$ cat src/riscv_pkg.sv
// RV32I subset only; memory addresses are byte addresses with word-aligned access
`default_nettype none

package riscv_pkg;

    localparam int XLEN      = 32;                   // data and address width
    localparam int MEM_WORDS = 256;                  // shared memory depth
    localparam int MEM_AW    = $clog2(MEM_WORDS);    // word index, taken from addr[9:2]
    localparam logic [XLEN-1:0] RESET_PC = '0;

    typedef enum logic [6:0] {
        OP     = 7'b0110011,
        OP_IMM = 7'b0010011,
        LOAD   = 7'b0000011,
        STORE  = 7'b0100011,
        BRANCH = 7'b1100011,
        JAL    = 7'b1101111,
        JALR   = 7'b1100111
    } opcode_e;

    typedef enum logic [2:0] {
        ALU_ADD,
        ALU_SUB,
        ALU_AND,
        ALU_OR,
        ALU_SLT                                      // signed compare
    } alu_op_e;

    typedef enum logic [1:0] {
        RES_ALU,
        RES_MEM,
        RES_PC4                                      // link value of jal/jalr
    } result_src_e;

    typedef enum logic [1:0] {
        JMP_NONE,
        JMP_JAL,
        JMP_JALR
    } jump_e;

endpackage

`default_nettype wire

$ cat src/reg_file.sv
// x0 is not stored; a read of the register being written returns the new value
`timescale 1ns/1ps
`default_nettype none

module reg_file (
    input  logic                       clk_i,
    input  logic [4:0]                 rs1_i,
    input  logic [4:0]                 rs2_i,
    output logic [riscv_pkg::XLEN-1:0] rd1_o,
    output logic [riscv_pkg::XLEN-1:0] rd2_o,
    input  logic                       we_i,
    input  logic [4:0]                 wa_i,
    input  logic [riscv_pkg::XLEN-1:0] wd_i
);
    import riscv_pkg::*;

    logic [XLEN-1:0] regs [1:31];

    always_ff @(posedge clk_i)
    begin
        if (we_i && wa_i != 5'd0)
            regs[wa_i] <= wd_i;
    end

    // write-first bypass, replaces a forwarding unit
    assign rd1_o = (rs1_i == 5'd0) ? '0 :
                   (we_i && wa_i == rs1_i) ? wd_i : regs[rs1_i];
    assign rd2_o = (rs2_i == 5'd0) ? '0 :
                   (we_i && wa_i == rs2_i) ? wd_i : regs[rs2_i];

endmodule

`default_nettype wire

$ cat config.mk
export PLATFORM = sky130hd
export DESIGN_NAME = reg_file
export DESIGN_NICKNAME = d
export VERILOG_FILES = /design/src/riscv_pkg.sv /design/src/reg_file.sv
export SDC_FILE = /design/constraint.sdc
export NUM_CORES = 1
export LEC_CHECK = 0
export BUFFER_PORTS_ARGS = -buffer_cell sky130_fd_sc_hd__buf_2
export CORE_ASPECT_RATIO = 1.75
export CORE_UTILIZATION = 51
export DETAILED_ROUTE_END_ITERATION = 10
export PLACE_DENSITY = 0.73
export SLEW_MARGIN = 15
export SYNTH_ARGS = -nofsm -noshare
export SYNTH_HDL_FRONTEND = slang
export SYNTH_SLANG_ARGS = --single-unit
$ cat constraint.sdc
create_clock -name clk_i -period 5.22 [get_ports clk_i]
set_clock_uncertainty 0.2 [all_clocks]
set_input_delay 0.522 -clock clk_i [delete_from_list [all_inputs] [get_ports clk_i]]
set_output_delay 0.522 -clock clk_i [all_outputs]
set_load 0.01 [all_outputs]
==> impl_summary.md <==
Timing
Setup violations remaining at the end of the flow were counted as 0. The ratio of final minimum period to clock period is 79.8%. The final count of pins violating max slew is 0. The minimum clock period is 4.17 ns. After routing, the total negative slack on setup checks comes to 0 ns. The remaining max-slew budget at the tightest pin is 17.3%. Setup repair after global routing left no endpoint under its margin. The hold violation total from the final report was 0. For the pin with the worst max-slew slack, the measured transition is 1.24 ns.

The maximum frequency from static timing analysis is 240 MHz.

Floorplan
The initial standard-cell utilization of the core is 51.4%. The floorplan step defined a die boundary enclosing 93,800 um2. The core area is 91,800 um2. Measured along the x axis, the die boundary spans 232 um. The number of top-level pins is 113. The cell row count is 147. The die is 404 um tall.

Power and ir drop
In this run the power density over the cells is 332 nW/um2. Across the VDD grid, the largest voltage drop is 0.000339 V. The reported leakage power is 17.0 nW.

Hold path
The worst min-delay path class is input pin to flop.

Synth
In the synthesized netlist the dominant register cell turns out to be sky130_fd_sc_hd__edfxtp_1. Synthesis handed over a netlist of 2,759 instances. The distinct cell type count of the synthesized netlist is 51. The synthesized design contains 992 enable-type register cells. The Yosys warning count is 0.

In the synthesized netlist the async set-or-reset flop fraction comes to 0%. In this run the mean area of a mapped cell was 17.1 um2. The cell area after technology mapping is 47,200 um2. The number of register bits inferred by synthesis is 992.

The post-synth net total is 2,808. Sequential cells were found to cover 63.1% of the synthesized design area.

Finish
The most frequent standard cell in the layout excluding fill and tap cells is sky130_fd_sc_hd__edfxtp_1. The number of nets in the finished design is 2,886. From synthesis to final layout, the design area changed by 11.1%. The register ranked first by flip-flop count is regs. The largest registers in the layout are regs: 992 flops. In the final layout, the share of cells above drive strength 1 is 27.8%. The layout has 6,718 filler cells. The filler-free cell count of the finished design is 4,105. The flip-flop count of the largest register after layout is 992. Leaving out fill and tap cells, the most frequent cells in the layout are 992 x sky130_fd_sc_hd__edfxtp_1, 303 x sky130_fd_sc_hd__mux4_2, 272 x sky130_fd_sc_hd__mux2i_1.

Detailed routing
The via count of the routed design is 30.7k. The post-route antenna net violation count is 0. For this block, the initial DRC count from the detailed router was 4,541. The routed wire length is 154,000 um. After detailed routing, the number of vias per cell comes to 7.48.

In the routed design, unresolved DRC markers number 0. The length of the first detailed-routing pass in iterations is 8. The average routed wire per standard cell is 37.6 um.

Setup path
Counting stages on the worst path, the most repeated cell is sky130_fd_sc_hd__o41ai_1. The worst setup path is launched from an input pin. The master of the slowest instance on the critical path is sky130_fd_sc_hd__o41ai_1.

The kind of end point of the critical path is an output pin. The startpoint-to-endpoint class of the critical path is input pin to output pin. The maximum fanout along the worst path is 46. The critical path contains buffers and inverters numbering 2 combined. The cell family contributing the most delay on the critical path is compound AO/OA/AOI/OAI gates.

Walking the worst path, the cells encountered are buf_4 > nand2b_1 > o22ai_1 > o41ai_1 > a21oi_1 > o41ai_1 > buf_2. Data on the critical path is required at its endpoint by 4.50 ns. At the worst endpoint, the arrival time is 3.44 ns. The largest single stage delay on the critical path is 0.81 ns.

CTS
The maximum level of the CTS H-tree is 3. The TritonCTS clock tree is yes. The maximum clock path buffer count is 3. The post-CTS setup buffer count is 0. In this run, post-CTS hold repair placed 0 buffers.

Post-CTS repair changed the size of 0 cells. The clock drives 992 sinks. After clock tree synthesis, the clock-pin slew on the worst setup and hold paths is 0.07 ns. Counting the buffers created by CTS gives 86. The clock tree root buffer cell is sky130_fd_sc_hd__clkbuf_16.

Run
The number of max-cap violations is 0.

Place
The total placed cells including tap cells is 3,941. At the end of routability-driven placement, the weighted congestion stood at 0.905. The total of buffers placed on input and output ports is 112. The estimated wirelength of the detail-placed design is 92,200 um.

Outcome
The flow ran to the end, and the final reports show no timing, DRC or antenna violations.

Global routing
The first global-routing pass estimated 219,000 um of wire. The via count of the first global-routing pass is 30.9k. The number of antenna violations at the first check in global routing is 7. Global routing used 33.2% of the available tracks across all layers.

The pin count of the biggest net entering global routing is 94. The total global routing overflow is 0.
## cell usage after synthesis, types with 21 or more instances
master                      instances  share of area, %
sky130_fd_sc_hd__o211ai_1          21              0.33
sky130_fd_sc_hd__edfxtp_1         992                63
sky130_fd_sc_hd__nand2_1          154               1.2
sky130_fd_sc_hd__a32o_1            31              0.66
sky130_fd_sc_hd__nor2b_1           30              0.40
sky130_fd_sc_hd__o2111ai_1         37              0.69
sky130_fd_sc_hd__mux2_2            79               1.9
sky130_fd_sc_hd__buf_2             95               1.0
sky130_fd_sc_hd__clkbuf_1          98              0.78
sky130_fd_sc_hd__a21oi_1           61              0.65
sky130_fd_sc_hd__o41ai_1           24              0.45
sky130_fd_sc_hd__mux2i_1          272               5.8
sky130_fd_sc_hd__o22ai_1           77               1.0
sky130_fd_sc_hd__a2111o_1          31              0.74
sky130_fd_sc_hd__nor2_1            73              0.58
sky130_fd_sc_hd__mux4_2           303                14
sky130_fd_sc_hd__o21ai_0           31              0.33
sky130_fd_sc_hd__a22oi_1           31              0.49
sky130_fd_sc_hd__a211oi_1          58              0.92
sky130_fd_sc_hd__a22o_1            21              0.39
sky130_fd_sc_hd__nor3_1            21              0.22
## per-stage QoR
| stage | utilization (%) | setup WS (ns) | hold slack [ns] | instance area (um2) | power (mW) |
|---|---|---|---|---|---|
| after floorplan | - | 1.89 | 0.421 | 47200 | 10.1 |
| after global placement | 53.9 | 1.25 | 0.806 | 49500 | 10.7 |
| after detailed placement | 53.9 | 1.21 | 0.836 | 49500 | 10.8 |
| after CTS | 57.1 | 1.20 | 0.0949 | 52400 | 17.4 |
| after global routing | 57.1 | 1.04 | 0.128 | 52400 | 17.7 |
| final | 57.2 | 1.05 | 0.121 | 52500 | 17.4 |
## routing by layer
| layer | part of all wire (%) | GRT usage, % | vias to the layer above | wire length, um |
|---|---|---|---|---|
| met5 | 0.017 | 0 | - | 27 |
| met4 | 8.6 | 24.4 | 4 | 13300 |
| met3 | 11 | 7.37 | 680 | 17100 |
| met2 | 48 | 53.0 | 2426 | 74100 |
| met1 | 32 | 39.7 | 15743 | 49800 |
| li1 | - | - | 11850 | - |
## where the power goes
group	total [mW]	internal [mW]	switching, mW
logic	1.72	0.639	1.09
registers	8.90	8.86	0.0437
clock network	6.79	3.80	2.99
total	17.4	13.3	4.11
## cell families (layout without fill, tap and decap cells)
family	after synthesis	count (layout)	synth area share (%)
DFF	992	992	63.1
other	0	7	0
xor gates and xnor gates	10	10	0.186
buffers and inverters	244	391	2.73
muxes	666	666	22.5
AOI/OAI and AO/OA	527	527	8.49
and+or+nand+nor	320	320	3.00
## area by class of cell
type                            instances  area [um2]  share of cell area (%)
Sequential cell                       992       29800                    56.8
Multi-Input combinational cell       1523       16400                    31.3
Clock buffer                          102        2300                    4.38
Timing Repair Buffer                  231        1780                    3.38
Tap cell                             1192        1490                    2.84
Clock inverter                         55         637                    1.21
Antenna cell                            7        17.5                  0.0334
Inverter                                3        11.3                  0.0215
## worst paths after layout
check	depth (start not counted)	from	slack (ns)	end
worst max-delay path	7	rs1_i[2]	1.05	rd1_o[8]
worst min-delay path	1	wd_i[17]	0.12	regs[17][17]
Note: power is estimated with default switching activity, not from simulation.
