### src/riscv_pkg.sv
// RV32I subset only; memory addresses are byte addresses with word-aligned access
`default_nettype none

package riscv_pkg;

    localparam int XLEN      = 32;                   // data and address width
    localparam int MEM_WORDS = 256;                  // shared memory depth
    localparam int MEM_AW    = $clog2(MEM_WORDS);    // word index, taken from addr[9:2]
    localparam logic [XLEN-1:0] RESET_PC = '0;

    typedef enum logic [6:0] {
        OP     = 7'b0110011,
        OP_IMM = 7'b0010011,
        LOAD   = 7'b0000011,
        STORE  = 7'b0100011,
        BRANCH = 7'b1100011,
        JAL    = 7'b1101111,
        JALR   = 7'b1100111
    } opcode_e;

    typedef enum logic [2:0] {
        ALU_ADD,
        ALU_SUB,
        ALU_AND,
        ALU_OR,
        ALU_SLT                                      // signed compare
    } alu_op_e;

    typedef enum logic [1:0] {
        RES_ALU,
        RES_MEM,
        RES_PC4                                      // link value of jal/jalr
    } result_src_e;

    typedef enum logic [1:0] {
        JMP_NONE,
        JMP_JAL,
        JMP_JALR
    } jump_e;

endpackage

`default_nettype wire

### src/decoder.sv
// decodes ADD SUB AND OR SLT ADDI LW SW BEQ JAL JALR; every other word is a bubble
`timescale 1ns/1ps
`default_nettype none

module decoder (
    input  logic [riscv_pkg::XLEN-1:0] instr_i,
    output logic [4:0]                 rs1_o,
    output logic [4:0]                 rs2_o,
    output logic [4:0]                 rd_o,
    output logic [riscv_pkg::XLEN-1:0] imm_ext_o,
    output logic                       reg_write_o,
    output riscv_pkg::result_src_e     result_src_o,
    output logic                       mem_write_o,
    output logic                       mem_read_o,
    output riscv_pkg::jump_e           jump_o,
    output logic                       branch_o,
    output riscv_pkg::alu_op_e         alu_ctrl_o,
    output logic                       alu_src_o
);
    import riscv_pkg::*;

    opcode_e         opcode;
    logic [2:0]      funct3;
    logic [6:0]      funct7;
    logic [XLEN-1:0] imm_i;
    logic [XLEN-1:0] imm_s;
    logic [XLEN-1:0] imm_b;
    logic [XLEN-1:0] imm_j;

    assign opcode = opcode_e'(instr_i[6:0]);
    assign funct3 = instr_i[14:12];
    assign funct7 = instr_i[31:25];
    assign rs1_o  = instr_i[19:15];
    assign rs2_o  = instr_i[24:20];
    assign rd_o   = instr_i[11:7];

    assign imm_i = {{20{instr_i[31]}}, instr_i[31:20]};
    assign imm_s = {{20{instr_i[31]}}, instr_i[31:25], instr_i[11:7]};
    assign imm_b = {{19{instr_i[31]}}, instr_i[31], instr_i[7], instr_i[30:25],
                    instr_i[11:8], 1'b0};
    assign imm_j = {{11{instr_i[31]}}, instr_i[31], instr_i[19:12], instr_i[20],
                    instr_i[30:21], 1'b0};

    always_comb
    begin
        reg_write_o  = 1'b0;
        result_src_o = RES_ALU;
        mem_write_o  = 1'b0;
        mem_read_o   = 1'b0;
        jump_o       = JMP_NONE;
        branch_o     = 1'b0;
        alu_ctrl_o   = ALU_ADD;
        alu_src_o    = 1'b0;
        imm_ext_o    = imm_i;
        case (opcode)
            OP:
            begin
                reg_write_o = 1'b1;
                case ({funct7, funct3})
                    10'b0000000_000: alu_ctrl_o = ALU_ADD;
                    10'b0100000_000: alu_ctrl_o = ALU_SUB;
                    10'b0000000_010: alu_ctrl_o = ALU_SLT;
                    10'b0000000_110: alu_ctrl_o = ALU_OR;
                    10'b0000000_111: alu_ctrl_o = ALU_AND;
                    default:         reg_write_o = 1'b0;    // other R-type ops
                endcase
            end
            OP_IMM:
            begin
                reg_write_o = (funct3 == 3'b000);           // addi only
                alu_src_o   = 1'b1;
            end
            LOAD:
            begin
                reg_write_o  = (funct3 == 3'b010);          // lw only
                mem_read_o   = (funct3 == 3'b010);
                result_src_o = RES_MEM;
                alu_src_o    = 1'b1;
            end
            STORE:
            begin
                mem_write_o = (funct3 == 3'b010);           // sw only
                alu_src_o   = 1'b1;
                imm_ext_o   = imm_s;
            end
            BRANCH:
            begin
                branch_o   = (funct3 == 3'b000);            // beq only
                alu_ctrl_o = ALU_SUB;                       // equal when result is zero
                imm_ext_o  = imm_b;
            end
            JAL:
            begin
                reg_write_o  = 1'b1;
                jump_o       = JMP_JAL;
                result_src_o = RES_PC4;
                imm_ext_o    = imm_j;
            end
            JALR:
            begin
                if (funct3 == 3'b000)
                begin
                    reg_write_o  = 1'b1;
                    jump_o       = JMP_JALR;
                    result_src_o = RES_PC4;
                    alu_src_o    = 1'b1;                    // target is rs1 + imm
                end
            end
            default: ;
        endcase
    end

endmodule

`default_nettype wire

### config.mk
export PLATFORM = sky130hd
export DESIGN_NAME = decoder
export DESIGN_NICKNAME = d
export VERILOG_FILES = /design/src/riscv_pkg.sv /design/src/decoder.sv
export SDC_FILE = /design/constraint.sdc
export NUM_CORES = 1
export LEC_CHECK = 0
export ABC_AREA = 1
export BUFFER_PORTS_ARGS = -buffer_cell sky130_fd_sc_hd__buf_2
export CAP_MARGIN = 20
export CELL_PAD_IN_SITES_DETAIL_PLACEMENT = 1
export CELL_PAD_IN_SITES_GLOBAL_PLACEMENT = 1
export CORE_ASPECT_RATIO = 1.1
export CORE_MARGIN = 3
export CORE_UTILIZATION = 19
export DETAILED_ROUTE_END_ITERATION = 10
export PLACE_DENSITY = 0.89
export SLEW_MARGIN = 30
export SYNTH_ARGS = -nofsm -noshare
export SYNTH_HDL_FRONTEND = slang
export SYNTH_SLANG_ARGS = --single-unit
export TNS_END_PERCENT = 50
### constraint.sdc
create_clock -name vclk -period 1.25
set_input_delay 0.25 -clock vclk [all_inputs]
set_output_delay 0.25 -clock vclk [all_outputs]
set_load 0.03 [all_outputs]
==> metrics <==
outcome finished, violations left; violated checks setup timing; Bufs and invs on worst path 5; switching portion of total power 0.614; number of inserted diodes 0; # rows 23; Avg WL per Cell 12.8 um; largest net degree at the start of global routing 16; Mapped Cells 140; Tightest Pin Transition ~0.33 ns; MaxCap Viol Count 0; NetSw 0.359 mW; CORE AREA approximately 3700 um2; internal power 0.225 mW; Synth cell types 19; port buffer count 91; fmax around 0.7 GHz; vias per cell 4.22; DRT antenna net count 0; Pleak about 0.98 nW; hold path start instr_i[23]; critical-path maximum fanout 5; Clk pwr share 0; Setup WS pre-CTS -0.365 ns; HPWL Detailed between 2 and 3 mm; drt initial violations 9; Die H a little over 70 um; Reg area 0 um2; Overall Global Routing Usage 0.138; Chip Width 65.8 um; TritonRoute pass-1 iters 2; combinational share of power 1.000; # clk buffers 0; grt total ovfl 0; CP top delay family buffers and inverters; first-pass GRT wire length roughly 5.3 mm; Area Overhead vs Synth 127%; vias in the first global route ~1200; Layout Nets 262; Mapped Nets 172; crit path DAT about 1.2 ns; Setup CP Type primary input to output port; WL final 3.56 mm; crit-path cells buf_6 > inv_6 > nand2_4 > nor2_4 > buf_4 > buf_4 > nand3_1 > nand3_2 > buf_6; Final Worst Setup Slack -0.201 ns; Final TNS setup -3.43 ns; period utilization 1.16; vias 1173; Sequential Power Share 0; CP startpoint instr_i[2]; Seq cells 0; Finished Layout Cells 278; YS warnings 0; Slew Viols, Final 0; HP Class primary input to output port; Worst VDD drop around 0.12 mV; final setup fails 26; register area share after synthesis 0; Startpoint Class primary input; Final min period 1.45 ns; DRC viols 0; worst relative slew slack 0.779; Avg Cell Area, Syn 5.34 um2; mapped cell area between 700 and 800 um2; CP Capture Type output port; layout cell share with drive strength beyond 1 0.807; hold_buf cts 0; initial antenna violation count 0; PwrDens approximately 340 nW/um2; Final GP Congestion 0.760; Hold Vio Cnt, Final 0; CP max stage delay 0.22 ns; die area ~4700 um2; Max stage delay cell, worst path nor2_4; Starting Density 0.202; WP data required 1.00 ns; DP Cell Count about 270; RSZ-0062 raised after global routing yes; I/O pins 91
-- repair_timing --
action	4_1_cts	5_1_grt
resized for setup	98	19
setup buffers	1	4
endpoints found under the setup margin	26	26
pin swaps	20	16
-- metal layers --
layer / global-route usage / part of all wire / vias up
met5: 0 / 0 / -
met4: 0.00461 / 0 / 0
met3: 0.0125 / 0.074 / 0
met2: 0.300 / 0.60 / 47
met1: 0.143 / 0.32 / 547
li1: - / - / 579
-- metrics by stage --
| step | hold slack (ns) | total power, mW | utilization | cell area (um2) |
|---|---|---|---|---|
| final | 0.772 | 0.584 | 0.457 | 1700 |
| after global routing | 0.774 | 0.619 | 0.457 | 1700 |
| after CTS | 0.771 | 0.559 | 0.429 | 1590 |
| after detailed placement | 0.769 | 0.483 | 0.346 | 1280 |
| after global placement | 0.766 | 0.472 | 0.346 | 1280 |
| after floorplan | 0.541 | 0.334 | - | 827 |
-- cell usage after synthesis --
cell type  number  area (um2)
nor2_4          2        22.5
clkinv_4        1        8.76
or2_1           1        6.26
buf_4          33         248
nor2_2          1        6.26
nand2_4         3        33.8
nor3_2          1        10.0
inv_4           1        6.26
nand3_2         1        10.0
nor2_1         12        45.0
nor4_1          1        6.26
nand2_2         4        25.0
a21oi_1         1        5.00
nor3_1          2        10.0
nand3_1        13        65.1
inv_2           2        7.51
inv_1          13        48.8
nand2_1        45         169
o21ai_1         3        15.0
-- cell type report --
type | count | area, um2
Inverter | 17 | 104
Fill cell | 495 | 2020
Timing Repair Buffer | 121 | 883
Multi-Input combinational cell | 90 | 646
Tap cell | 50 | 62.6
-- power groups by stage --
stage	clock [mW]	combinational, mW	sequential (mW)
final	0	0.584	0
after global routing	0	0.619	0
after CTS	0	0.559	0
after detailed placement	0	0.483	0
after global placement	0	0.472	0
after floorplan	0	0.334	0
-- cell usage in the layout (no fill, tap or decap), types with 4 or more instances in the layout --
master   Yosys  final
buf_2        0     60
buf_4       33     31
buf_6        0     28
inv_1       13      6
inv_2        2      4
inv_4        1      4
nand2_1     45     22
nand2_2      4     21
nand2_4      3      7
nand3_1     13      7
nand3_2      1      7
nor2_1      12      4
nor2_2       1      4
nor2_4       2      7
-- cells by family after synthesis --
logic type	Yosys count	share of synthesized area
compound gates	4	0.0267
buf+inv	50	0.426
simple gates	86	0.547
-- worst paths after layout --
| path | to | slack [ns] | depth (start not counted) |
|---|---|---|---|
| setup / recovery | imm_ext_o[11] | -0.20 | 9 |
| hold / removal | rs2_o[3] | 0.77 | 2 |
(Power assumes the default switching activity.)
