File: config.mk
export PLATFORM = sky130hd
export DESIGN_NAME = fetch_stage_flat
export DESIGN_NICKNAME = d
export VERILOG_FILES = /design/src/riscv_pkg.sv /design/src/mem_port_if.sv /design/src/fetch_stage.sv /design/src/flat_wrapper.sv
export SDC_FILE = /design/constraint.sdc
export NUM_CORES = 1
export LEC_CHECK = 0
export ABC_AREA = 0
export BUFFER_PORTS_ARGS = -buffer_cell sky130_fd_sc_hd__buf_4
export CAP_MARGIN = 20
export CELL_PAD_IN_SITES_DETAIL_PLACEMENT = 1
export CELL_PAD_IN_SITES_GLOBAL_PLACEMENT = 1
export CORE_MARGIN = 2
export CORE_UTILIZATION = 29
export DETAILED_ROUTE_END_ITERATION = 8
export PLACE_DENSITY_LB_ADDON = 0.25
export SLEW_MARGIN = 25
export SYNTH_ARGS = -nofsm -noshare
export SYNTH_HDL_FRONTEND = slang
export SYNTH_SLANG_ARGS = --single-unit
export TNS_END_PERCENT = 20
File: constraint.sdc
create_clock -name clk_i -period 1.95 [get_ports clk_i]
set_input_delay 0.4875 -clock clk_i [delete_from_list [all_inputs] [get_ports clk_i]]
set_output_delay 0.4875 -clock clk_i [all_outputs]
set_load 0.1 [all_outputs]
File: src/riscv_pkg.sv
// RV32I subset only; memory addresses are byte addresses with word-aligned access
`default_nettype none

package riscv_pkg;

    localparam int XLEN      = 32;                   // data and address width
    localparam int MEM_WORDS = 256;                  // shared memory depth
    localparam int MEM_AW    = $clog2(MEM_WORDS);    // word index, taken from addr[9:2]
    localparam logic [XLEN-1:0] RESET_PC = '0;

    typedef enum logic [6:0] {
        OP     = 7'b0110011,
        OP_IMM = 7'b0010011,
        LOAD   = 7'b0000011,
        STORE  = 7'b0100011,
        BRANCH = 7'b1100011,
        JAL    = 7'b1101111,
        JALR   = 7'b1100111
    } opcode_e;

    typedef enum logic [2:0] {
        ALU_ADD,
        ALU_SUB,
        ALU_AND,
        ALU_OR,
        ALU_SLT                                      // signed compare
    } alu_op_e;

    typedef enum logic [1:0] {
        RES_ALU,
        RES_MEM,
        RES_PC4                                      // link value of jal/jalr
    } result_src_e;

    typedef enum logic [1:0] {
        JMP_NONE,
        JMP_JAL,
        JMP_JALR
    } jump_e;

endpackage

`default_nettype wire

File: src/mem_port_if.sv
// one requester on the shared memory; gnt and rdata are valid in the cycle of req
`timescale 1ns/1ps
`default_nettype none

interface mem_port_if;
    import riscv_pkg::*;

    logic            req;
    logic            we;
    logic [XLEN-1:0] addr;           // byte address
    logic [XLEN-1:0] wdata;
    logic            gnt;
    logic [XLEN-1:0] rdata;

    modport requester (output req, we, addr, wdata, input gnt, rdata);
    modport memory    (input req, we, addr, wdata, output gnt, rdata);

endinterface

`default_nettype wire

File: src/fetch_stage.sv
// fetch requests every cycle; a missing grant or a flush puts a zero word (bubble) into decode
`timescale 1ns/1ps
`default_nettype none

module fetch_stage (
    input  logic                       clk_i,
    input  logic                       rst_i,
    mem_port_if.requester              mem,
    input  logic                       flush_i,
    input  logic [riscv_pkg::XLEN-1:0] target_i,
    output logic [riscv_pkg::XLEN-1:0] instr_o,
    output logic [riscv_pkg::XLEN-1:0] pc_o
);
    import riscv_pkg::*;

    logic [XLEN-1:0] pc_q;

    assign mem.req   = 1'b1;         // never idle
    assign mem.we    = 1'b0;
    assign mem.addr  = pc_q;
    assign mem.wdata = '0;

    always_ff @(posedge clk_i)
    begin
        if (rst_i)
        begin
            pc_q    <= RESET_PC;
            instr_o <= '0;
        end
        else if (flush_i)
        begin
            pc_q    <= target_i;     // redirect from execute
            instr_o <= '0;           // drop the wrong-path word
        end
        else if (mem.gnt)
        begin
            pc_q    <= pc_q + XLEN'(4);
            instr_o <= mem.rdata;
        end
        else
            instr_o <= '0;           // lost arbitration, pc holds
    end

    always_ff @(posedge clk_i)
    begin
        pc_o <= pc_q;                // only meaningful with a valid word
    end

endmodule

`default_nettype wire

File: src/flat_wrapper.sv
// flat-port wrapper written by rule: the top's interface ports become plain ports
module fetch_stage_flat import riscv_pkg::*;
  (clk_i, rst_i, flush_i, target_i, instr_o, pc_o, mem_req, mem_we, mem_addr, mem_wdata, mem_gnt, mem_rdata);
  mem_port_if mem_i ();
  input  logic clk_i;
  input  logic rst_i;
  input  logic flush_i;
  input  logic [riscv_pkg::XLEN-1:0] target_i;
  output logic [riscv_pkg::XLEN-1:0] instr_o;
  output logic [riscv_pkg::XLEN-1:0] pc_o;
  output wire logic [$bits(mem_i.req)-1:0] mem_req;
  output wire logic [$bits(mem_i.we)-1:0] mem_we;
  output wire logic [$bits(mem_i.addr)-1:0] mem_addr;
  output wire logic [$bits(mem_i.wdata)-1:0] mem_wdata;
  input wire logic [$bits(mem_i.gnt)-1:0] mem_gnt;
  input wire logic [$bits(mem_i.rdata)-1:0] mem_rdata;
  assign mem_req = mem_i.req;
  assign mem_we = mem_i.we;
  assign mem_addr = mem_i.addr;
  assign mem_wdata = mem_i.wdata;
  assign mem_i.gnt = mem_gnt;
  assign mem_i.rdata = mem_rdata;
  fetch_stage u_core (.clk_i(clk_i), .rst_i(rst_i), .mem(mem_i), .flush_i(flush_i), .target_i(target_i), .instr_o(instr_o), .pc_o(pc_o));
endmodule
==> PnR_summary.wiki <==
{| class="wikitable"
! Metric !! Value
|-
| Combinational power share || 27.6%
|-
| Total congestion overflow || 0
|-
| Layout overhead on the synthesized area || 48.7%
|-
| CP arrival || 2140 ps
|-
| Cell type with the largest total area after synthesis || dfxtp_1
|-
| Total number of clock tree sinks || 96
|-
| FF+latch count, synth || 96
|-
| Post-Route Utilization || 44.4%
|-
| Num CTS Buffers || 9
|-
| NumNets Final || 601
|-
| Leakage Power || 2.39 nW
|-
| Total vias in the final route || 3,229
|-
| Netlist area before placement || 0.00360 mm2
|-
| Core Area || 0.0121 mm2
|-
| HPWL after DPL || 8.35 mm
|-
| Most area-consuming cells after synthesis || dfxtp_1, buf_4, and2_1
|-
| Mean cell area of the mapped netlist || 10.2 um2
|-
| Sequential cell area fraction in the yosys report || 53.4%
|-
| Setup repair after global routing missed its margin || yes
|-
| Floorplan die width || 115 um
|-
| Global router's overall resource usage || 16.7%
|-
| Diode insertion count for antenna repair || 0
|-
| Total Die Area || 0.0133 mm2
|-
| Maximum operating frequency || 533 MHz
|-
| Sequential fraction of design power || 39.0%
|-
| Run status || complete, no violations
|-
| Mean routed wirelength per cell || 15.8 um
|-
| IO Count || 198
|-
| Maximum number of pins on one net before global-route repair || 33
|-
| Switching component of the power || 2.14 mW
|-
| Clock tree skew after final layout || 5.32 ps
|-
| Cell variety after synth || 46
|-
| Min setup slack post-route || 73.8 ps
|-
| Predominant post-synthesis flop cell || dfxtp_1
|-
| Routability Congestion || 0.798
|-
| Worst hold path class || input pin to flip-flop
|-
| Bufs on Longest Clock Path || 2
|-
| Most common library cells after synthesis || dfxtp_1, buf_4, and2_1, nor2_1, nand4_1
|-
| Vias/cell || 4.58
|-
| Period Utilization, post-route || 96.2%
|-
| TritonCTS clock tree || built
|-
| Die extent in y || 115 um
|-
| Worst VDD drop || 0.518 mV
|-
| Endpoint required time on the critical path || 2220 ps
|-
| Worst setup EP type || flip-flop
|-
| Critical setup path kind || flip-flop to flip-flop
|-
| Buffers inserted during post-CTS setup optimization || 0
|-
| Initial antenna violation count || 0
|-
| CTS root buf || clkbuf_16
|-
| Part of the total power dissipated in the clock network || 33.5%
|-
| Final Hold Fails || 0
|-
| Total number of yosys warnings || 0
|-
| Final critical delay including setup and external delays || 1880 ps
|-
| DRC violation count after routing || 0
|-
| Worst-skew pair later-pin latency || 350 ps
|-
| Worst Tran Pin Value || 964 ps
|-
| Worst Path Max Fanout || 8
|-
| IO buf count || 163
|-
| Top-area cell type share of the netlist area || 53.4%
|-
| Tightest slew margin relative to the limit || 35.7%
|-
| Count of flip-flops with a built-in enable after synthesis || 0
|-
| Sw Ratio || 38.6%
|-
| First-pass GRT wire length || 17.0 mm
|-
| Pre-CTS worst setup slack || -13.1 ps
|-
| First-pass DRT Iterations || 4
|-
| Ratio of cells with drive above 1 in the final layout || 43.0%
|-
| Num rows || 40
|-
| Final WL || 11.1 mm
|-
| Number of pins exceeding their max-slew limit in the final report || 0
|-
| Total power per unit cell area || 1030 mW/mm2
|-
| Final setup violation count || 0
|-
| Critical Path Start Type || flip-flop
|-
| Clock-pin slew on the worst setup and hold paths || 70 ps
|-
| H-tree levels || 3
|-
| Number of routed nets with antenna violations || 0
|-
| Internal power of the cells || 3.40 mW
|-
| Number of instances in the synthesized netlist || 354
|-
| Vias in the first global route || 3,280
|-
| Cell with the most instances after synthesis || dfxtp_1
|-
| Synth async-reset ratio || 0%
|-
| 1st-iter DRT viols || 127
|-
| Initial core utilization || 29.8%
|-
| Number of max-cap violations || 0
|}
## logic make-up after synthesis
family | Yosys count | synth area share, %
other | 2 | 0.209
XOR/XNOR | 12 | 2.92
flip-flops | 96 | 53.4
adder cells (fa/ha/maj) | 1 | 0.348
AO/OA/AOI/OAI | 47 | 9.77
multiplexers | 4 | 1.11
AND/OR/NAND/NOR | 137 | 21.5
buffers and inverters | 55 | 10.7
## per-stage QoR
| stage | hold WS [ps] | std cells | cell area (um2) | TNS (ps) | power, mW |
|---|---|---|---|---|---|
| floorplan | 537 | 386 | 3810 | -472 | 3.43 |
| global placement | 362 | 689 | 5030 | 0 | 3.72 |
| detailed placement | 362 | 689 | 5030 | -23.9 | 3.73 |
| CTS | 315 | 705 | 5350 | 0 | 5.61 |
| global route | 317 | 705 | 5350 | -34.8 | 5.75 |
| finish | 329 | 705 | 5350 | 0 | 5.53 |
## cells in the final DEF, fill, tap and decap left out, types with 2 or more instances in the layout
cell type and instances:
a211oi_1 10, a21oi_1 2, a311oi_1 12, and2_1 32
and3_1 6, and4_1 4, and4_4 2, buf_4 184
clkbuf_16 11, conb_1 34, dfxtp_1 72, dfxtp_2 3
dfxtp_4 21, inv_1 5, inv_6 4, mux2i_1 4
nand2_1 10, nand3_1 7, nand4_1 17, nor2_1 30
nor3_1 2, nor4_1 7, o21ai_0 10, o31ai_1 4
or3_1 8, or4_1 4, xnor2_1 6, xor2_1 6
## final timing paths
check                                                      from                                to  slack, ps  cells after the start
worst max-delay path            u_core.mem.addr[2]$_SDFFE_PP0N_  u_core.mem.addr[26]$_SDFFE_PP0N_         70                      5
worst min-delay path                               mem_rdata[7]      u_core.instr_o[7]$_SDFF_PP0_        330                      2
worst max register to register  u_core.mem.addr[2]$_SDFFE_PP0N_  u_core.mem.addr[26]$_SDFFE_PP0N_         70                      5
worst min register to register  u_core.mem.addr[1]$_SDFFE_PP0P_            u_core.pc_o[1]$_DFF_P_        370                      0
## sequential cells by signal, indices dropped and copies added, names as in the netlist
signal           count
u_core.instr_o      32
u_core.mem.addr     32
u_core.pc_o         32
## metal layers
metal / share of wire, % / vias to the layer above / global-route usage [%]
met3: 8.5 / 16 / 5.44
met2: 47 / 132 / 27.0
met5: 0 / - / 0
met4: 1.9 / 0 / 7.55
li1: - / 1548 / -
met1: 42 / 1533 / 20.2
## repair_timing
action / CTS / global route
hold buffers: 0 / 0
setup endpoints to repair: 0 / 5
gates resized for setup: 0 / 1
## area by class of cell
| class | count | area (um2) |
|---|---|---|
| Fill cell | 1394 | 6710 |
| Sequential cell | 96 | 2000 |
| Multi-Input combinational cell | 235 | 1420 |
| Timing Repair Buffer | 184 | 1380 |
| Clock buffer | 11 | 275 |
| Tap cell | 168 | 210 |
| Clock inverter | 5 | 40.0 |
| Inverter | 6 | 22.5 |
## worst max-delay path: stages (launching register included)
cell,delay (ps)
dfxtp_4,380
ha_1,170
and3_1,200
nand4_1,320
or4_1,510
a311oi_1,210
## power by group through the flow
stage	clock network [mW]	registers (mW)	logic (mW)
floorplan	0	2.96	0.473
finish	1.85	2.16	1.53
global route	2.00	2.17	1.57
CTS	1.92	2.16	1.53
global placement	0	2.19	1.52
detailed placement	0	2.20	1.53
Note: power is estimated with default switching activity, not from simulation.
