## src/riscv_pkg.sv

```systemverilog
// RV32I subset only; memory addresses are byte addresses with word-aligned access
`default_nettype none

package riscv_pkg;

    localparam int XLEN      = 32;                   // data and address width
    localparam int MEM_WORDS = 256;                  // shared memory depth
    localparam int MEM_AW    = $clog2(MEM_WORDS);    // word index, taken from addr[9:2]
    localparam logic [XLEN-1:0] RESET_PC = '0;

    typedef enum logic [6:0] {
        OP     = 7'b0110011,
        OP_IMM = 7'b0010011,
        LOAD   = 7'b0000011,
        STORE  = 7'b0100011,
        BRANCH = 7'b1100011,
        JAL    = 7'b1101111,
        JALR   = 7'b1100111
    } opcode_e;

    typedef enum logic [2:0] {
        ALU_ADD,
        ALU_SUB,
        ALU_AND,
        ALU_OR,
        ALU_SLT                                      // signed compare
    } alu_op_e;

    typedef enum logic [1:0] {
        RES_ALU,
        RES_MEM,
        RES_PC4                                      // link value of jal/jalr
    } result_src_e;

    typedef enum logic [1:0] {
        JMP_NONE,
        JMP_JAL,
        JMP_JALR
    } jump_e;

endpackage

`default_nettype wire

```

## src/mem_port_if.sv

```systemverilog
// one requester on the shared memory; gnt and rdata are valid in the cycle of req
`timescale 1ns/1ps
`default_nettype none

interface mem_port_if;
    import riscv_pkg::*;

    logic            req;
    logic            we;
    logic [XLEN-1:0] addr;           // byte address
    logic [XLEN-1:0] wdata;
    logic            gnt;
    logic [XLEN-1:0] rdata;

    modport requester (output req, we, addr, wdata, input gnt, rdata);
    modport memory    (input req, we, addr, wdata, output gnt, rdata);

endinterface

`default_nettype wire

```

## src/execute_stage.sv

```systemverilog
// execute also does memory access and writeback; writes to x0 are dropped and never traced
`timescale 1ns/1ps
`default_nettype none

module execute_stage (
    input  logic                       clk_i,
    input  logic                       rst_i,
    mem_port_if.requester              mem,
    input  logic [riscv_pkg::XLEN-1:0] rd1_e_i,
    input  logic [riscv_pkg::XLEN-1:0] rd2_e_i,
    input  logic [riscv_pkg::XLEN-1:0] pc_e_i,
    input  logic [4:0]                 rd_e_i,
    input  logic [riscv_pkg::XLEN-1:0] imm_ext_e_i,
    input  logic [riscv_pkg::XLEN-1:0] pc_plus4_e_i,
    input  logic                       reg_write_e_i,
    input  riscv_pkg::result_src_e     result_src_e_i,
    input  logic                       mem_write_e_i,
    input  logic                       mem_read_e_i,
    input  riscv_pkg::jump_e           jump_e_i,
    input  logic                       branch_e_i,
    input  riscv_pkg::alu_op_e         alu_ctrl_e_i,
    input  logic                       alu_src_e_i,
    output logic                       flush_o,
    output logic [riscv_pkg::XLEN-1:0] target_o,
    output logic                       wb_we_o,
    output logic [4:0]                 wb_rd_o,
    output logic [riscv_pkg::XLEN-1:0] wb_data_o,
    output logic                       tr_wb_valid_o,
    output logic [4:0]                 tr_wb_rd_o,
    output logic [riscv_pkg::XLEN-1:0] tr_wb_data_o,
    output logic                       tr_st_valid_o,
    output logic [riscv_pkg::XLEN-1:0] tr_st_addr_o,
    output logic [riscv_pkg::XLEN-1:0] tr_st_data_o
);
    import riscv_pkg::*;

    logic [XLEN-1:0] src_b;
    logic [XLEN-1:0] alu_res;

    assign src_b = alu_src_e_i ? imm_ext_e_i : rd2_e_i;

    always_comb
    begin
        case (alu_ctrl_e_i)
            ALU_ADD: alu_res = rd1_e_i + src_b;
            ALU_SUB: alu_res = rd1_e_i - src_b;
            ALU_AND: alu_res = rd1_e_i & src_b;
            ALU_OR:  alu_res = rd1_e_i | src_b;
            ALU_SLT: alu_res = {{(XLEN-1){1'b0}}, $signed(rd1_e_i) < $signed(src_b)};
            default: alu_res = '0;
        endcase
    end

    // beq compares through the subtractor, jumps are always taken
    assign flush_o  = (branch_e_i && alu_res == '0) || (jump_e_i != JMP_NONE);
    assign target_o = (jump_e_i == JMP_JALR) ? {alu_res[XLEN-1:1], 1'b0}
                                             : pc_e_i + imm_ext_e_i;

    assign mem.req   = mem_read_e_i | mem_write_e_i;
    assign mem.we    = mem_write_e_i;
    assign mem.addr  = alu_res;
    assign mem.wdata = rd2_e_i;

    always_comb
    begin
        case (result_src_e_i)
            RES_MEM: wb_data_o = mem.rdata;
            RES_PC4: wb_data_o = pc_plus4_e_i;
            default: wb_data_o = alu_res;
        endcase
    end

    assign wb_we_o = reg_write_e_i && (rd_e_i != 5'd0);
    assign wb_rd_o = rd_e_i;

    always_ff @(posedge clk_i)
    begin
        if (rst_i)
        begin
            tr_wb_valid_o <= 1'b0;
            tr_st_valid_o <= 1'b0;
        end
        else
        begin
            tr_wb_valid_o <= wb_we_o;
            tr_st_valid_o <= mem_write_e_i && mem.gnt;   // only stores that landed
        end
    end

    always_ff @(posedge clk_i)
    begin
        tr_wb_rd_o   <= rd_e_i;
        tr_wb_data_o <= wb_data_o;
        tr_st_addr_o <= alu_res;
        tr_st_data_o <= rd2_e_i;
    end

endmodule

`default_nettype wire

```

## src/flat_wrapper.sv

```systemverilog
// flat-port wrapper written by rule: the top's interface ports become plain ports
module execute_stage_flat import riscv_pkg::*;
  (clk_i, rst_i, rd1_e_i, rd2_e_i, pc_e_i, rd_e_i, imm_ext_e_i, pc_plus4_e_i, reg_write_e_i, result_src_e_i, mem_write_e_i, mem_read_e_i, jump_e_i, branch_e_i, alu_ctrl_e_i, alu_src_e_i, flush_o, target_o, wb_we_o, wb_rd_o, wb_data_o, tr_wb_valid_o, tr_wb_rd_o, tr_wb_data_o, tr_st_valid_o, tr_st_addr_o, tr_st_data_o, mem_req, mem_we, mem_addr, mem_wdata, mem_gnt, mem_rdata);
  mem_port_if mem_i ();
  input  logic clk_i;
  input  logic rst_i;
  input  logic [riscv_pkg::XLEN-1:0] rd1_e_i;
  input  logic [riscv_pkg::XLEN-1:0] rd2_e_i;
  input  logic [riscv_pkg::XLEN-1:0] pc_e_i;
  input  logic [4:0] rd_e_i;
  input  logic [riscv_pkg::XLEN-1:0] imm_ext_e_i;
  input  logic [riscv_pkg::XLEN-1:0] pc_plus4_e_i;
  input  logic reg_write_e_i;
  input  riscv_pkg::result_src_e result_src_e_i;
  input  logic mem_write_e_i;
  input  logic mem_read_e_i;
  input  riscv_pkg::jump_e jump_e_i;
  input  logic branch_e_i;
  input  riscv_pkg::alu_op_e alu_ctrl_e_i;
  input  logic alu_src_e_i;
  output logic flush_o;
  output logic [riscv_pkg::XLEN-1:0] target_o;
  output logic wb_we_o;
  output logic [4:0] wb_rd_o;
  output logic [riscv_pkg::XLEN-1:0] wb_data_o;
  output logic tr_wb_valid_o;
  output logic [4:0] tr_wb_rd_o;
  output logic [riscv_pkg::XLEN-1:0] tr_wb_data_o;
  output logic tr_st_valid_o;
  output logic [riscv_pkg::XLEN-1:0] tr_st_addr_o;
  output logic [riscv_pkg::XLEN-1:0] tr_st_data_o;
  output wire logic [$bits(mem_i.req)-1:0] mem_req;
  output wire logic [$bits(mem_i.we)-1:0] mem_we;
  output wire logic [$bits(mem_i.addr)-1:0] mem_addr;
  output wire logic [$bits(mem_i.wdata)-1:0] mem_wdata;
  input wire logic [$bits(mem_i.gnt)-1:0] mem_gnt;
  input wire logic [$bits(mem_i.rdata)-1:0] mem_rdata;
  assign mem_req = mem_i.req;
  assign mem_we = mem_i.we;
  assign mem_addr = mem_i.addr;
  assign mem_wdata = mem_i.wdata;
  assign mem_i.gnt = mem_gnt;
  assign mem_i.rdata = mem_rdata;
  execute_stage u_core (.clk_i(clk_i), .rst_i(rst_i), .mem(mem_i), .rd1_e_i(rd1_e_i), .rd2_e_i(rd2_e_i), .pc_e_i(pc_e_i), .rd_e_i(rd_e_i), .imm_ext_e_i(imm_ext_e_i), .pc_plus4_e_i(pc_plus4_e_i), .reg_write_e_i(reg_write_e_i), .result_src_e_i(result_src_e_i), .mem_write_e_i(mem_write_e_i), .mem_read_e_i(mem_read_e_i), .jump_e_i(jump_e_i), .branch_e_i(branch_e_i), .alu_ctrl_e_i(alu_ctrl_e_i), .alu_src_e_i(alu_src_e_i), .flush_o(flush_o), .target_o(target_o), .wb_we_o(wb_we_o), .wb_rd_o(wb_rd_o), .wb_data_o(wb_data_o), .tr_wb_valid_o(tr_wb_valid_o), .tr_wb_rd_o(tr_wb_rd_o), .tr_wb_data_o(tr_wb_data_o), .tr_st_valid_o(tr_st_valid_o), .tr_st_addr_o(tr_st_addr_o), .tr_st_data_o(tr_st_data_o));
endmodule
```

## config.mk

```make
export PLATFORM = sky130hd
export DESIGN_NAME = execute_stage_flat
export DESIGN_NICKNAME = d
export VERILOG_FILES = /design/src/riscv_pkg.sv /design/src/mem_port_if.sv /design/src/execute_stage.sv /design/src/flat_wrapper.sv
export SDC_FILE = /design/constraint.sdc
export NUM_CORES = 1
export LEC_CHECK = 0
export ABC_AREA = 1
export BUFFER_PORTS_ARGS = -buffer_cell sky130_fd_sc_hd__clkbuf_2
export CAP_MARGIN = 20
export CORE_ASPECT_RATIO = 1.4
export CORE_UTILIZATION = 35
export CTS_CLUSTER_DIAMETER = 200
export DETAILED_ROUTE_END_ITERATION = 10
export PLACE_DENSITY_LB_ADDON = 0.15
export SKIP_CTS_REPAIR_TIMING = 1
export SYNTH_ARGS = -nofsm -noshare
export SYNTH_HDL_FRONTEND = slang
export SYNTH_SLANG_ARGS = --single-unit
export TNS_END_PERCENT = 1
```

## constraint.sdc

```tcl
create_clock -name clk_i -period 3.4 [get_ports clk_i]
set_input_delay 0.51 -clock clk_i [delete_from_list [all_inputs] [get_ports clk_i]]
set_output_delay 0.51 -clock clk_i [all_outputs]
set_load 0.02 [all_outputs]
```

==> run_results.csv <==
group,metric,value,unit
die,ios,452,
grt,grt_pass1_wl,96980,microns
worst_hold_path,worst_hold_path_type,"primary input to flop",
route,first_iter_violations,824,
placement,post-dp-hpwl,59490,microns
pwr,totalPowerFinal,0.006806,W
die,die-area,35330,sq um
timing,fmax,0.2506,GHz
timing,period_share,1.174,
die,die_h,222.0,microns
setup_path,slowest_delay,0.36,ns
logic_synthesis,syn_area,12100,sq um
pwr,combPwrFrac,0.640,
timing,setup_slack,-0.5908,ns
run_status,outcome,"complete, but fails checks",
placement,pre_cts_ws,-1.069,ns
pwr,p_sw,0.003205,W
job,drv_cap,0,
logic_synthesis,yosysSeqAreaShare,0.1704,
setup_path,worst-path-stages,23,
timing,setup_violations,75,
setup_path,crit_buf_inv,6,
cts,cts_buffers,9,
route,dr.pass1.iters,5,
timing,rsz0062_at_grt,"yes",
logic_synthesis,synthCells,2082,
setup_path,crit_slowest_cell,"fa_2",
timing,max-slew-margin-rel,0.4355,
die,die_x,159.2,microns
pwr,clkPwrFrac,0.158,
setup_path,crit_path_end_kind,"output pin",
route,routedWlPerCell,20.51,microns
grt,grt_start_max_net_pins,40,
pwr,peakVddDrop,0.0002858,V
die,core,34030,sq um
timing,fin_setup_tns,-19.00,ns
route,drc,0,
grt,antenna_found_initial,3,
timing,tightest_slew,0.8415,ns
finish,layout.nets,3291,
route,num_vias,17020,
worst_hold_path,hold_path_depth,1,
cts,htreeDepth,3,
die,initial_core_util,0.3556,
pwr,powerDensity,340.1,nW/um^2
finish,layout-drive-gt1-share,0.4402,
route,finalWirelength,69560,microns
logic_synthesis,ys_types,43,
placement,numPortBuffers,451,
logic_synthesis,synth.net_count,2441,
route,postRouteAntennaNets,0,
cts,clock-sinks,103,
timing,maxSlewViolCount,0,
pwr,seq_power_share,0.203,
setup_path,cp-start-kind,"primary input",
timing,fin_crit,3.991,ns
cts,cts_tree,"yes",
setup_path,crit_type,"primary input to output pin",
timing,hold_viol_final,0,
pwr,p_leak,11.33,nW
die,rows,80,
setup_path,cp_max_fo,8,
logic_synthesis,ys_warn_count,0,
route,viasPerCell,5.019,
cts,clk_pin_slew_worst_paths,0.07,ns
pwr,internal_power,0.003601,W
grt,grt_pass1_vias,16280,
logic_synthesis,avgSynthCellArea,5.812,sq um
placement,routabilityCongestion,0.9931,
pwr,p_sw_frac,0.4709,
setup_path,path_cells,"buf_16 -> buf_12 -> buf_8 -> o21ai_4 -> inv_2 -> ha_4 -> fa_2 -> inv_2 -> nand2_2 -> nand2_2 -> nand2_2 -> nand2_2 -> nand2_1 -> nand3_1 -> nand3_2 -> nor2_2 -> nand4_1 -> nor2_1 -> nand2_1 -> nor2_2 -> nand3_2 -> nand2_2 -> buf_6",
run_status,violations,"setup timing",
finish,fin_util,0.5881,
setup_path,crit_arrival,3.48,ns
setup_path,worst-endpoint-required,2.89,ns
grt,grt.total_usage,0.3731,
setup_path,crit_top_cell,"nand2_2",
cts,clockRootBuffer,"clkbuf_16",
grt,grt.overflow.total,0,
setup_path,path_delay_family,"simple AND/OR/NAND/NOR gates",
cts,clockBufferDepth,2,
logic_synthesis,ys_ff_latch,103,
finish,area_growth,65.37,%
[final timing paths]
| check | start | to |
|---|---|---|
| hold / removal | rd_e_i[3] | u_core.tr_wb_rd_o[3]$_DFF_P_ |
| setup / recovery | alu_src_e_i | flush_o |
[metal layers]
metal,wire [microns],GRT usage,part of all wire,vias to the layer above
li1,-,-,-,8231
met1,24000,0.3642,0.35,7711
met2,34100,0.6812,0.49,805
met3,3782,0.05181,0.054,273
met4,7673,0.3384,0.11,0
met5,0,0,0,-
[power groups by stage]
stage               Sequential, W  Combinational (W)  Clock [W]
floorplan                 0.00158            0.00174          0
global placement          0.00140            0.00384          0
detailed placement        0.00141            0.00385          0
CTS                       0.00138            0.00387    0.00108
global route              0.00139            0.00462    0.00113
finish                    0.00138            0.00436    0.00107
[Yosys cell counts, drive strengths merged]
library cell | number | share of area
a21boi | 2 | 0.0012
a21o | 4 | 0.0025
a21oi | 173 | 0.072
a221oi | 1 | 0.00072
a22oi | 19 | 0.012
a31oi | 2 | 0.0010
and2 | 3 | 0.0016
buf | 67 | 0.037
clkbuf | 29 | 0.0090
clkinv | 5 | 0.0016
dfxtp | 103 | 0.17
fa | 3 | 0.0050
ha | 144 | 0.15
inv | 366 | 0.11
nand2 | 587 | 0.18
nand3 | 164 | 0.072
nand3b | 3 | 0.0019
nand4 | 24 | 0.012
nor2 | 218 | 0.073
nor3 | 21 | 0.0091
nor4 | 2 | 0.0010
o211ai | 3 | 0.0019
o21a | 6 | 0.0037
o21ai | 91 | 0.038
o21bai | 15 | 0.0093
o221a | 1 | 0.00093
o22ai | 4 | 0.0021
o31ai | 1 | 0.00062
or2 | 10 | 0.0052
xnor2 | 1 | 0.00072
xor2 | 10 | 0.0072
[cells in the final DEF (no fill, tap or decap), types with 14 or more instances in the layout]
cell type,count
ha_4,24
inv_1,328
nor2_2,60
o21ai_0,46
dfxtp_1,103
nand2_1,514
a21oi_2,24
clkbuf_2,393
nand3_2,30
o21ai_2,17
nand4_1,24
buf_4,488
ha_1,114
o21bai_1,14
buf_6,27
nor2_4,18
nor2_1,140
nor3_1,14
inv_2,37
a21oi_1,146
o21ai_1,26
nand3_1,122
nand2_2,68
[sequential cells by signal (all words and copies together), names as in the netlist]
signal and count:
u_core.tr_st_addr_o 32, u_core.tr_st_valid_o 1, u_core.tr_wb_valid_o 1, u_core.tr_wb_data_o 32, u_core.tr_wb_rd_o 5, u_core.tr_st_data_o 32
[per-stage QoR]
stage / area (sq um) / hold WS (ns) / instances
2_1_floorplan: 12240 / 0.5377 / 2082
3_3_place_gp: 18050 / 0.6420 / 3351
3_5_place_dp: 18050 / 0.6473 / 3351
4_1_cts: 18340 / 0.2488 / 3367
5_1_grt: 20010 / 0.2567 / 3391
6_report: 20010 / 0.2572 / 3391
[cell families (layout without fill, tap and decap cells)]
kind of cell | count (synthesis) | in the layout | share of synthesized area
fa+ha+maj | 147 | 147 | 0.1538
buf+inv | 467 | 1322 | 0.1612
other cells | 0 | 3 | 0
simple gates | 1032 | 1032 | 0.3610
compound gates | 322 | 322 | 0.1456
xor+xnor | 11 | 11 | 0.007961
flops | 103 | 103 | 0.1704
[final cells by class]
type / instances / area (sq um)
fillers: 3531 / 14020
multi-input cells: 1512 / 9387
repair buffers: 935 / 6307
flip-flops and latches: 103 / 2062
inverters: 371 / 1395
well taps: 451 / 564.3
clock buffers: 9 / 225.2
clock inverters: 7 / 65.06
diodes: 3 / 7.507
(Power assumes the default switching activity.)
